File: src/logic/cluster_types_pkg.sv
package cluster_types_pkg;

  // tag space of the reorder buffer outside the cluster
  localparam int ROB_SIZE = 8;
  localparam int ROB_TAG_W = $clog2(ROB_SIZE);

  localparam int WORD_W = 32;

  // sizes used when the top level is not overridden
  localparam int RS_DEPTH_DEFAULT = 3;
  localparam int ALU_QUEUE_DEPTH_DEFAULT = 2;

  typedef logic [ROB_TAG_W-1:0] rob_tag_t;   // reorder-buffer entry number
  typedef logic [WORD_W-1:0] word_t;         // data value

endpackage

File: src/logic/alu_ops_pkg.sv
package alu_ops_pkg;

  import cluster_types_pkg::*;

  typedef enum logic [3:0] {
    op_add  = 4'd0,
    op_sub  = 4'd1,
    op_and  = 4'd2,
    op_or   = 4'd3,
    op_xor  = 4'd4,
    op_slt  = 4'd5,
    op_sltu = 4'd6,
    op_sll  = 4'd7,
    op_srl  = 4'd8,
    op_sra  = 4'd9
  } alu_op_t;

  // result of one integer operation, shared by the ALU and its model
  function automatic word_t alu_eval(alu_op_t op, word_t a, word_t b);
    word_t res;
    logic [4:0] shamt;
    shamt = b[4:0];   // shifts only look at the low five bits
    case (op)
      op_add:  res = a + b;
      op_sub:  res = a - b;
      op_and:  res = a & b;
      op_or:   res = a | b;
      op_xor:  res = a ^ b;
      op_slt:  res = ($signed(a) < $signed(b)) ? word_t'(1) : '0;
      op_sltu: res = (a < b) ? word_t'(1) : '0;
      op_sll:  res = a << shamt;
      op_srl:  res = a >> shamt;
      op_sra:  res = word_t'($signed(a) >>> shamt);
      default: res = '0;   // codes 10..15 are never dispatched
    endcase
    return res;
  endfunction

endpackage

File: src/logic/dispatch_if.sv
interface dispatch_if;

  import cluster_types_pkg::*;
  import alu_ops_pkg::*;

  logic     valid;
  alu_op_t  op;
  rob_tag_t tag;        // destination tag
  logic     i_ready;    // operand i holds a value, else waits on i_tag
  rob_tag_t i_tag;
  word_t    i_value;
  logic     j_ready;
  rob_tag_t j_tag;
  word_t    j_value;
  logic     credit_return;   // one entry freed

  modport cluster (
    output valid, op, tag,
    output i_ready, i_tag, i_value,
    output j_ready, j_tag, j_value,
    input  credit_return
  );

  modport station (
    input  valid, op, tag,
    input  i_ready, i_tag, i_value,
    input  j_ready, j_tag, j_value,
    output credit_return
  );

endinterface

File: src/logic/cdb_if.sv
interface cdb_if;

  import cluster_types_pkg::*;

  // one broadcast per cycle on the common data bus
  logic     valid;
  rob_tag_t tag;
  word_t    value;

  modport source (
    output valid,
    output tag,
    output value
  );

  modport listener (
    input valid,
    input tag,
    input value
  );

endinterface

File: src/logic/reservation_station.sv
module reservation_station #(
  parameter int RS_DEPTH = cluster_types_pkg::RS_DEPTH_DEFAULT,
  parameter int ALU_QUEUE_DEPTH = cluster_types_pkg::ALU_QUEUE_DEPTH_DEFAULT
) (
  input  logic                        clk_in,
  input  logic                        rst_in,
  dispatch_if.station                 disp,
  cdb_if.listener                     cdb,
  input  logic                        alu_credit,
  output logic                        issue_valid,
  output alu_ops_pkg::alu_op_t        issue_op,
  output cluster_types_pkg::word_t    issue_a,
  output cluster_types_pkg::word_t    issue_b,
  output cluster_types_pkg::rob_tag_t issue_tag
);

  import cluster_types_pkg::*;
  import alu_ops_pkg::*;

  localparam int IDX_W = (RS_DEPTH > 1) ? $clog2(RS_DEPTH) : 1;
  localparam int CREDIT_W = $clog2(ALU_QUEUE_DEPTH + 1);

  // entry storage
  logic [RS_DEPTH-1:0] busy;
  alu_op_t             op_q [RS_DEPTH];
  rob_tag_t            dest_q [RS_DEPTH];
  logic [RS_DEPTH-1:0] i_rdy;
  rob_tag_t            i_tag_q [RS_DEPTH];
  word_t               i_val_q [RS_DEPTH];
  logic [RS_DEPTH-1:0] j_rdy;
  rob_tag_t            j_tag_q [RS_DEPTH];
  word_t               j_val_q [RS_DEPTH];

  logic [IDX_W-1:0]    free_idx;
  logic [IDX_W-1:0]    sel_idx;
  logic                sel_found;
  logic [RS_DEPTH-1:0] eligible;
  logic                issue_fire;
  logic [CREDIT_W-1:0] alu_credits;   // free result-queue slots

  // dispatch operands after a same-cycle CDB match
  logic  new_i_rdy;
  word_t new_i_val;
  logic  new_j_rdy;
  word_t new_j_val;

  // lowest free entry, the dispatch credits promise one exists
  always_comb begin
    free_idx = '0;
    for (int i = RS_DEPTH - 1; i >= 0; i--) begin
      if (!busy[i]) free_idx = IDX_W'(i);
    end
  end

  assign eligible = busy & i_rdy & j_rdy;

  always_comb begin
    sel_idx = '0;
    sel_found = 1'b0;
    for (int i = RS_DEPTH - 1; i >= 0; i--) begin   // lowest index wins
      if (eligible[i]) begin
        sel_idx = IDX_W'(i);
        sel_found = 1'b1;
      end
    end
  end

  assign issue_fire = sel_found && (alu_credits != '0);

  always_comb begin
    new_i_rdy = disp.i_ready;
    new_i_val = disp.i_value;
    new_j_rdy = disp.j_ready;
    new_j_val = disp.j_value;
    if (cdb.valid && !disp.i_ready && (cdb.tag == disp.i_tag)) begin
      new_i_rdy = 1'b1;
      new_i_val = cdb.value;
    end
    if (cdb.valid && !disp.j_ready && (cdb.tag == disp.j_tag)) begin
      new_j_rdy = 1'b1;
      new_j_val = cdb.value;
    end
  end

  always_ff @(posedge clk_in) begin
    if (rst_in) begin
      busy <= '0;
      issue_valid <= 1'b0;
      disp.credit_return <= 1'b0;
      alu_credits <= CREDIT_W'(ALU_QUEUE_DEPTH);
    end else begin
      issue_valid <= issue_fire;
      disp.credit_return <= issue_fire;   // pulse lines up with issue_valid
      for (int i = 0; i < RS_DEPTH; i++) begin
        if (disp.valid && (free_idx == IDX_W'(i))) begin
          busy[i] <= 1'b1;
        end else if (issue_fire && (sel_idx == IDX_W'(i))) begin
          busy[i] <= 1'b0;
        end
      end
      alu_credits <= alu_credits - CREDIT_W'(issue_fire) + CREDIT_W'(alu_credit);
    end
  end

  // entry fields and wakeup, busy decides whether they mean anything
  always_ff @(posedge clk_in) begin
    for (int i = 0; i < RS_DEPTH; i++) begin
      if (disp.valid && (free_idx == IDX_W'(i))) begin
        op_q[i]    <= disp.op;
        dest_q[i]  <= disp.tag;
        i_rdy[i]   <= new_i_rdy;
        i_tag_q[i] <= disp.i_tag;
        i_val_q[i] <= new_i_val;
        j_rdy[i]   <= new_j_rdy;
        j_tag_q[i] <= disp.j_tag;
        j_val_q[i] <= new_j_val;
      end else if (busy[i] && cdb.valid) begin
        if (!i_rdy[i] && (i_tag_q[i] == cdb.tag)) begin
          i_rdy[i]   <= 1'b1;
          i_val_q[i] <= cdb.value;
        end
        if (!j_rdy[i] && (j_tag_q[i] == cdb.tag)) begin
          j_rdy[i]   <= 1'b1;
          j_val_q[i] <= cdb.value;
        end
      end
    end
    if (issue_fire) begin
      issue_op  <= op_q[sel_idx];
      issue_a   <= i_val_q[sel_idx];
      issue_b   <= j_val_q[sel_idx];
      issue_tag <= dest_q[sel_idx];
    end
  end

endmodule

File: src/logic/alu_unit.sv
module alu_unit #(
  parameter int ALU_QUEUE_DEPTH = cluster_types_pkg::ALU_QUEUE_DEPTH_DEFAULT
) (
  input  logic                        clk_in,
  input  logic                        rst_in,
  input  logic                        issue_valid,
  input  alu_ops_pkg::alu_op_t        issue_op,
  input  cluster_types_pkg::word_t    issue_a,
  input  cluster_types_pkg::word_t    issue_b,
  input  cluster_types_pkg::rob_tag_t issue_tag,
  input  logic                        pop,
  output logic                        head_valid,
  output cluster_types_pkg::rob_tag_t head_tag,
  output cluster_types_pkg::word_t    head_value
);

  import cluster_types_pkg::*;
  import alu_ops_pkg::*;

  localparam int PTR_W = (ALU_QUEUE_DEPTH > 1) ? $clog2(ALU_QUEUE_DEPTH) : 1;
  localparam int CNT_W = $clog2(ALU_QUEUE_DEPTH + 1);

  // stage 1 holds the operands of one issue
  logic     s1_valid;
  alu_op_t  s1_op;
  word_t    s1_a;
  word_t    s1_b;
  rob_tag_t s1_tag;

  // stage 2 is the write into the result queue
  rob_tag_t         q_tag [ALU_QUEUE_DEPTH];
  word_t            q_value [ALU_QUEUE_DEPTH];
  logic [PTR_W-1:0] wr_ptr;
  logic [PTR_W-1:0] rd_ptr;
  logic [CNT_W-1:0] count;

  function automatic logic [PTR_W-1:0] ptr_next(logic [PTR_W-1:0] ptr);
    return (ptr == PTR_W'(ALU_QUEUE_DEPTH - 1)) ? '0 : ptr + 1'b1;
  endfunction

  always_ff @(posedge clk_in) begin
    if (rst_in) begin
      s1_valid <= 1'b0;
    end else begin
      s1_valid <= issue_valid;   // no stall, every issue is taken
    end
  end

  always_ff @(posedge clk_in) begin
    if (issue_valid) begin
      s1_op  <= issue_op;
      s1_a   <= issue_a;
      s1_b   <= issue_b;
      s1_tag <= issue_tag;
    end
  end

  // room is guaranteed by the station's queue credits
  always_ff @(posedge clk_in) begin
    if (s1_valid) begin
      q_tag[wr_ptr]   <= s1_tag;
      q_value[wr_ptr] <= alu_eval(s1_op, s1_a, s1_b);
    end
  end

  always_ff @(posedge clk_in) begin
    if (rst_in) begin
      wr_ptr <= '0;
      rd_ptr <= '0;
      count  <= '0;
    end else begin
      if (s1_valid) wr_ptr <= ptr_next(wr_ptr);
      if (pop) rd_ptr <= ptr_next(rd_ptr);
      count <= count + CNT_W'(s1_valid) - CNT_W'(pop);
    end
  end

  assign head_valid = (count != '0);
  assign head_tag   = q_tag[rd_ptr];
  assign head_value = q_value[rd_ptr];

endmodule

File: src/logic/cdb_arbiter.sv
module cdb_arbiter #(
  parameter int ALU_QUEUE_DEPTH = cluster_types_pkg::ALU_QUEUE_DEPTH_DEFAULT
) (
  input  logic                        clk_in,
  input  logic                        rst_in,
  input  logic                        head_valid,
  input  cluster_types_pkg::rob_tag_t head_tag,
  input  cluster_types_pkg::word_t    head_value,
  input  logic                        ext_valid,
  input  cluster_types_pkg::rob_tag_t ext_tag,
  input  cluster_types_pkg::word_t    ext_value,
  output logic                        pop,
  output logic                        ext_ready,
  output logic                        alu_credit,
  cdb_if.source                       cdb
);

  logic ext_take;

  // queue head always wins, external results fill the idle cycles
  assign pop       = head_valid;
  assign ext_ready = ext_valid && !head_valid;
  assign ext_take  = ext_valid && ext_ready;

  assign alu_credit = pop;   // the freed queue slot goes back to the station

  always_ff @(posedge clk_in) begin
    if (rst_in) begin
      cdb.valid <= 1'b0;
    end else begin
      cdb.valid <= pop || ext_take;
    end
  end

  always_ff @(posedge clk_in) begin
    if (pop) begin
      cdb.tag   <= head_tag;
      cdb.value <= head_value;
    end else if (ext_take) begin
      cdb.tag   <= ext_tag;
      cdb.value <= ext_value;
    end
  end

endmodule

File: src/logic/exec_cluster.sv
module exec_cluster #(
  parameter int RS_DEPTH = cluster_types_pkg::RS_DEPTH_DEFAULT,
  parameter int ALU_QUEUE_DEPTH = cluster_types_pkg::ALU_QUEUE_DEPTH_DEFAULT
) (
  input  logic                        clk_in,
  input  logic                        rst_in,
  input  logic                        disp_valid,
  input  alu_ops_pkg::alu_op_t        disp_op,
  input  cluster_types_pkg::rob_tag_t disp_tag,
  input  logic                        disp_i_ready,
  input  cluster_types_pkg::rob_tag_t disp_i_tag,
  input  cluster_types_pkg::word_t    disp_i_value,
  input  logic                        disp_j_ready,
  input  cluster_types_pkg::rob_tag_t disp_j_tag,
  input  cluster_types_pkg::word_t    disp_j_value,
  output logic                        disp_credit,
  input  logic                        ext_valid,
  input  cluster_types_pkg::rob_tag_t ext_tag,
  input  cluster_types_pkg::word_t    ext_value,
  output logic                        ext_ready,
  output logic                        cdb_valid,
  output cluster_types_pkg::rob_tag_t cdb_tag,
  output cluster_types_pkg::word_t    cdb_value
);

  import cluster_types_pkg::*;
  import alu_ops_pkg::*;

  dispatch_if disp ();
  cdb_if      cdb ();

  // station to ALU
  logic     issue_valid;
  alu_op_t  issue_op;
  word_t    issue_a;
  word_t    issue_b;
  rob_tag_t issue_tag;

  // ALU queue head and the arbiter's replies
  logic     head_valid;
  rob_tag_t head_tag;
  word_t    head_value;
  logic     pop;
  logic     alu_credit;

  assign disp.valid   = disp_valid;
  assign disp.op      = disp_op;
  assign disp.tag     = disp_tag;
  assign disp.i_ready = disp_i_ready;
  assign disp.i_tag   = disp_i_tag;
  assign disp.i_value = disp_i_value;
  assign disp.j_ready = disp_j_ready;
  assign disp.j_tag   = disp_j_tag;
  assign disp.j_value = disp_j_value;
  assign disp_credit  = disp.credit_return;

  // broadcast leaves for the reorder buffer
  assign cdb_valid = cdb.valid;
  assign cdb_tag   = cdb.tag;
  assign cdb_value = cdb.value;

  reservation_station #(
    .RS_DEPTH        (RS_DEPTH),
    .ALU_QUEUE_DEPTH (ALU_QUEUE_DEPTH)
  ) u_station (
    .clk_in      (clk_in),
    .rst_in      (rst_in),
    .disp        (disp.station),
    .cdb         (cdb.listener),
    .alu_credit  (alu_credit),
    .issue_valid (issue_valid),
    .issue_op    (issue_op),
    .issue_a     (issue_a),
    .issue_b     (issue_b),
    .issue_tag   (issue_tag)
  );

  alu_unit #(
    .ALU_QUEUE_DEPTH (ALU_QUEUE_DEPTH)
  ) u_alu (
    .clk_in      (clk_in),
    .rst_in      (rst_in),
    .issue_valid (issue_valid),
    .issue_op    (issue_op),
    .issue_a     (issue_a),
    .issue_b     (issue_b),
    .issue_tag   (issue_tag),
    .pop         (pop),
    .head_valid  (head_valid),
    .head_tag    (head_tag),
    .head_value  (head_value)
  );

  cdb_arbiter #(
    .ALU_QUEUE_DEPTH (ALU_QUEUE_DEPTH)
  ) u_arbiter (
    .clk_in     (clk_in),
    .rst_in     (rst_in),
    .head_valid (head_valid),
    .head_tag   (head_tag),
    .head_value (head_value),
    .ext_valid  (ext_valid),
    .ext_tag    (ext_tag),
    .ext_value  (ext_value),
    .pop        (pop),
    .ext_ready  (ext_ready),
    .alu_credit (alu_credit),
    .cdb        (cdb.source)
  );

endmodule

File: config.mk
export PLATFORM = sky130hd
export DESIGN_NAME = exec_cluster
export DESIGN_NICKNAME = d
export VERILOG_FILES = /design/src/logic/cluster_types_pkg.sv /design/src/logic/alu_ops_pkg.sv /design/src/logic/dispatch_if.sv /design/src/logic/cdb_if.sv /design/src/logic/reservation_station.sv /design/src/logic/alu_unit.sv /design/src/logic/cdb_arbiter.sv /design/src/logic/exec_cluster.sv
export SDC_FILE = /design/constraint.sdc
export NUM_CORES = 1
export LEC_CHECK = 0
export ABC_AREA = 1
export BUFFER_PORTS_ARGS = -buffer_cell sky130_fd_sc_hd__buf_2
export CAP_MARGIN = 20
export CORE_UTILIZATION = 56
export CTS_CLUSTER_SIZE = 24
export DETAILED_ROUTE_END_ITERATION = 7
export GPL_TIMING_DRIVEN = 0
export PLACE_DENSITY = 0.77
export REMOVE_ABC_BUFFERS = 1
export SLEW_MARGIN = 20
export SYNTH_ARGS = -nofsm -noshare
export SYNTH_HDL_FRONTEND = slang
export SYNTH_SLANG_ARGS = --single-unit
File: constraint.sdc
create_clock -name clk_in -period 3.82 [get_ports clk_in]
set_input_delay 0.382 -clock clk_in [delete_from_list [all_inputs] [get_ports clk_in]]
set_output_delay 0.382 -clock clk_in [all_outputs]
set_load 0.01 [all_outputs]
==> results.md <==
- Slew Limit Fails: 0
- Worst Tran Pin Value: 1.12 ns
- Largest net degree at the start of global routing: 75
- R2R setup slack: -0.01 ns
- Worst endpoint required time: 4.11 ns
- Sequential area share after synthesis: 49.1%
- Distinct cells, synth: 50
- Vias: 27400
- CP max FO: 13
- Clk pwr share: 30.9%
- Crit-path slowest cell: nand2_1
- DRT iter0 DRCs: 3456
- Post-route ant nets: 0
- Clock transition at the registers of the reported paths: 0.07 ns
- Worst hold slack: 0.0260 ns
- GPL Wtd Cong: 1.06
- Port Buffers: 155
- Crit path launch type: register
- Register share of total power: 46.4%
- Syn Inst Count: 3724
- Die Y-Extent: 234 um
- Area Overhead vs Synth: 12.5%
- Worst setup EP type: register
- VDD IR max: 582 uV
- H-tree Lvls: 2
- P_int: 11.0 mW
- Maximum root-to-sink buffer count: 3
- Overflow after GRT: 0
- CTS root buf: clkbuf_16
- CTS tree: built
- Drt drc: 0
- CP peak stage delay: 0.69 ns
- Post-synthesis mux area share: 0.0664%
- Final Hold Fails: 0
- Final worst setup slack: -0.0107 ns
- Avg Vias per Cell: 6.02
- Synth Cell Area: 0.0301 sq mm
- CP cell instances: nand2_1, inv_1, nand2_1, clkinvlp_4, nand2_1, o221ai_1, nor2_1, nand3_1, nor2_1, nand3_1
- Fmax: 0.261 GHz
- Area share of fa/ha/maj cells after synthesis: 4.28%
- CP Data Arrival Time: 4.12 ns
- First-pass GRT wire length: 149 mm
- Clock Sinks: 497
- Failing checks: negative setup slack
- Sw frac: 33.3%
- Compound-Gate Fraction of Synth Area: 12.5%
- Flops & latches, synth: 497
- Crit path launch: u_alu.s1_op[2]$_DFFE_PP_
- GRT Overall Usage: 36.7%
- Sequential standard cell area: 0.0148 sq mm
- Synth Area in XOR/XNOR: 0.697%
- Pre-CTS setup slack: -0.559 ns
- Initial antenna violation count: 1
- Crit Path Class: register to register
- Worst slew margin: 25.4%
- Worst skew pair latency: 0.64 ns
- Dpl hpwl: 73.8 mm
- Combinational power share: 22.7%
- Tmin final: 3.83 ns
- Row cnt: 84
- Critical path's most frequent cell: nand2_1
- Starting Density: 57.0%
- Yosys warns: 0
- Overall Power: 16.5 mW
- Commonest non-fill, non-tap cell in the layout: nand2_1
- Tcrit/Tclk final: 100%
- CTS buffer count: 50
- I/O pins: 156
- Setup violations, final: 2
- Post-Synth Simple-Gate Area: 25.6%
- P_leak: 14.1 nW
- Pre-Repair DR Iteration Count: 6
- PwrDens: 487 mW/mm^2
- Avg Inst Size Synth: 8.09 sq um
- Reg-to-Reg Start: u_alu.s1_op[2]$_DFFE_PP_
- Layout cells sized above 1: 10.4%
- Routed len/inst: 22.1 um
- Die Wd: 234 um
- Fillers: 4450
- Die area: 0.0548 sq mm
- Main combinational cell family by area after synthesis: simple AND/OR/NAND/NOR gates
- Core ar.: 0.0529 sq mm
- Final setup TNS: -0.0214 ns
- Setup Skew: 0.0431 ns
- Sw power: 5.50 mW
- Fin nets: 4039
- Outcome: finished, violations left
- Multi-input logic area: 0.0131 sq mm
- Hold Crit Class: primary input to register
- Max-cap violations: 0
- Most frequent cells in the layout: 1028 x nand2_1, 484 x edfxtp_1, 451 x o21ai_0
- RSZ-0062 raised after global routing: no
- Min-delay src: ext_tag[2]
- Vias in the first global route: 25400
- Drt total wl: 101 mm
[per-stage QoR]
stage / area [sq um] / std cells / utilization (%)
6_report: 33900 / 4549 / 64.1
5_1_grt: 33900 / 4549 / 64.1
4_1_cts: 33800 / 4537 / 63.9
3_5_place_dp: 31900 / 4429 / 60.4
3_3_place_gp: 31000 / 4388 / 58.7
2_1_floorplan: 29400 / 3545 / -
[kinds of logic (layout without fill, tap and decap cells)]
logic type	Yosys count	in the layout
DFF	497	497
adders and majority gates	102	102
muxes	2	2
xor gates and xnor gates	24	24
and+or+nand+nor	1796	1796
AOI/OAI and AO/OA	689	689
other	0	1
buffers and inverters	614	750
[sequential cells by signal (all words and copies together) (netlist names), 3 cells and up, named ones only]
signal and cells:
u_station.j_val_q 96, u_alu.s1_tag 3, u_station.dest_q 9, u_station.issue_b 32, u_station.i_rdy 3, u_arbiter.cdb.value 32, u_alu.s1_b 32, u_station.j_tag_q 9
u_station.issue_op 4, u_station.i_tag_q 9, u_station.op_q 12, u_alu.q_tag 6, u_alu.s1_a 32, u_station.i_val_q 96, u_station.busy 3, u_station.issue_a 32
u_alu.s1_op 4, u_station.j_rdy 3, u_station.issue_tag 3, u_alu.q_value 64, u_arbiter.cdb.tag 3
[power by group through the flow]
stage / Sequential (mW) / Clock, mW / Combinational, mW
6_report: 7.66 / 5.11 / 3.74
5_1_grt: 7.74 / 5.32 / 4.08
4_1_cts: 7.64 / 5.12 / 3.63
3_5_place_dp: 7.74 / 0 / 3.57
3_3_place_gp: 7.80 / 0 / 3.31
2_1_floorplan: 7.62 / 0 / 2.01
[final timing paths]
kind,end,depth (start not counted)
setup reg to reg,u_alu.q_value[1][24]$_DFFE_PP_,10
hold reg to reg,u_alu.s1_b[24]$_DFFE_PP_,0
hold / removal,u_arbiter.cdb.tag[2]$_DFFE_PP_,3
setup / recovery,u_alu.q_value[1][24]$_DFFE_PP_,10
[Yosys cell counts (all sizes together)]
| library cell | number | area share (%) |
|---|---|---|
| nor3 | 34 | 0.62 |
| o211ai | 9 | 0.22 |
| xor2 | 23 | 0.67 |
| o21a | 1 | 0.025 |
| o21ai | 464 | 7.7 |
| inv | 429 | 5.3 |
| a221oi | 1 | 0.029 |
| o21bai | 11 | 0.27 |
| nor2 | 176 | 2.2 |
| dfxtp | 13 | 0.86 |
| o221ai | 4 | 0.12 |
| a211oi | 1 | 0.025 |
| nand3b | 8 | 0.20 |
| and3 | 1 | 0.021 |
| clkinv | 6 | 0.075 |
| ha | 100 | 4.2 |
| a22oi | 71 | 1.8 |
| clkbuf | 131 | 1.6 |
| fa | 2 | 0.13 |
| a31oi | 3 | 0.083 |
| nand3 | 409 | 6.8 |
| or2 | 74 | 1.5 |
| o22ai | 23 | 0.48 |
| a21boi | 1 | 0.025 |
| edfxtp | 484 | 48 |
| and2 | 16 | 0.33 |
| nand4 | 35 | 0.73 |
| nor4 | 5 | 0.17 |
| a22o | 1 | 0.029 |
| xnor2 | 1 | 0.029 |
| mux2i | 2 | 0.066 |
| o2111ai | 1 | 0.029 |
| buf | 48 | 0.80 |
| nand2 | 1038 | 13 |
| o31ai | 2 | 0.050 |
| a21oi | 96 | 1.6 |
[final cells by class]
cell class                 count  area share (%)
tap                          688            2.54
clock buffer                  66            3.99
sequential                   497            43.7
timing repair buffer         220            5.23
timing repair inverter         2          0.0369
inverter                     435            4.89
antenna                        1         0.00738
clock inverter                27            1.07
multi-input combinational   2613            38.6
[critical path, delay by kind of cell, from the launching register on]
kind	cells	cell delay (ns)
AOI/OAI and AO/OA	1	0.23
and+or+nand+nor	7	2.11
DFF	1	0.45
buffers and inverters	2	0.72
[layer usage]
layer | part of all wire (%) | vias to the layer above | global-route usage (%)
li1 | - | 12800 | -
met5 | 0 | - | 0
met4 | 3.6 | 0 | 14.0
met2 | 45 | 1494 | 56.9
met3 | 11 | 231 | 6.83
met1 | 40 | 12900 | 51.1
[repair_timing]
action                                  CTS  global route
hold endpoints to repair                 39             0
hold buffers                             13             0
buffers inserted                          1             9
gates resized for setup                   5             4
cloned                                    1             1
endpoints found under the setup margin   56            32
No activity file was read; power rests on OpenSTA's default activity.
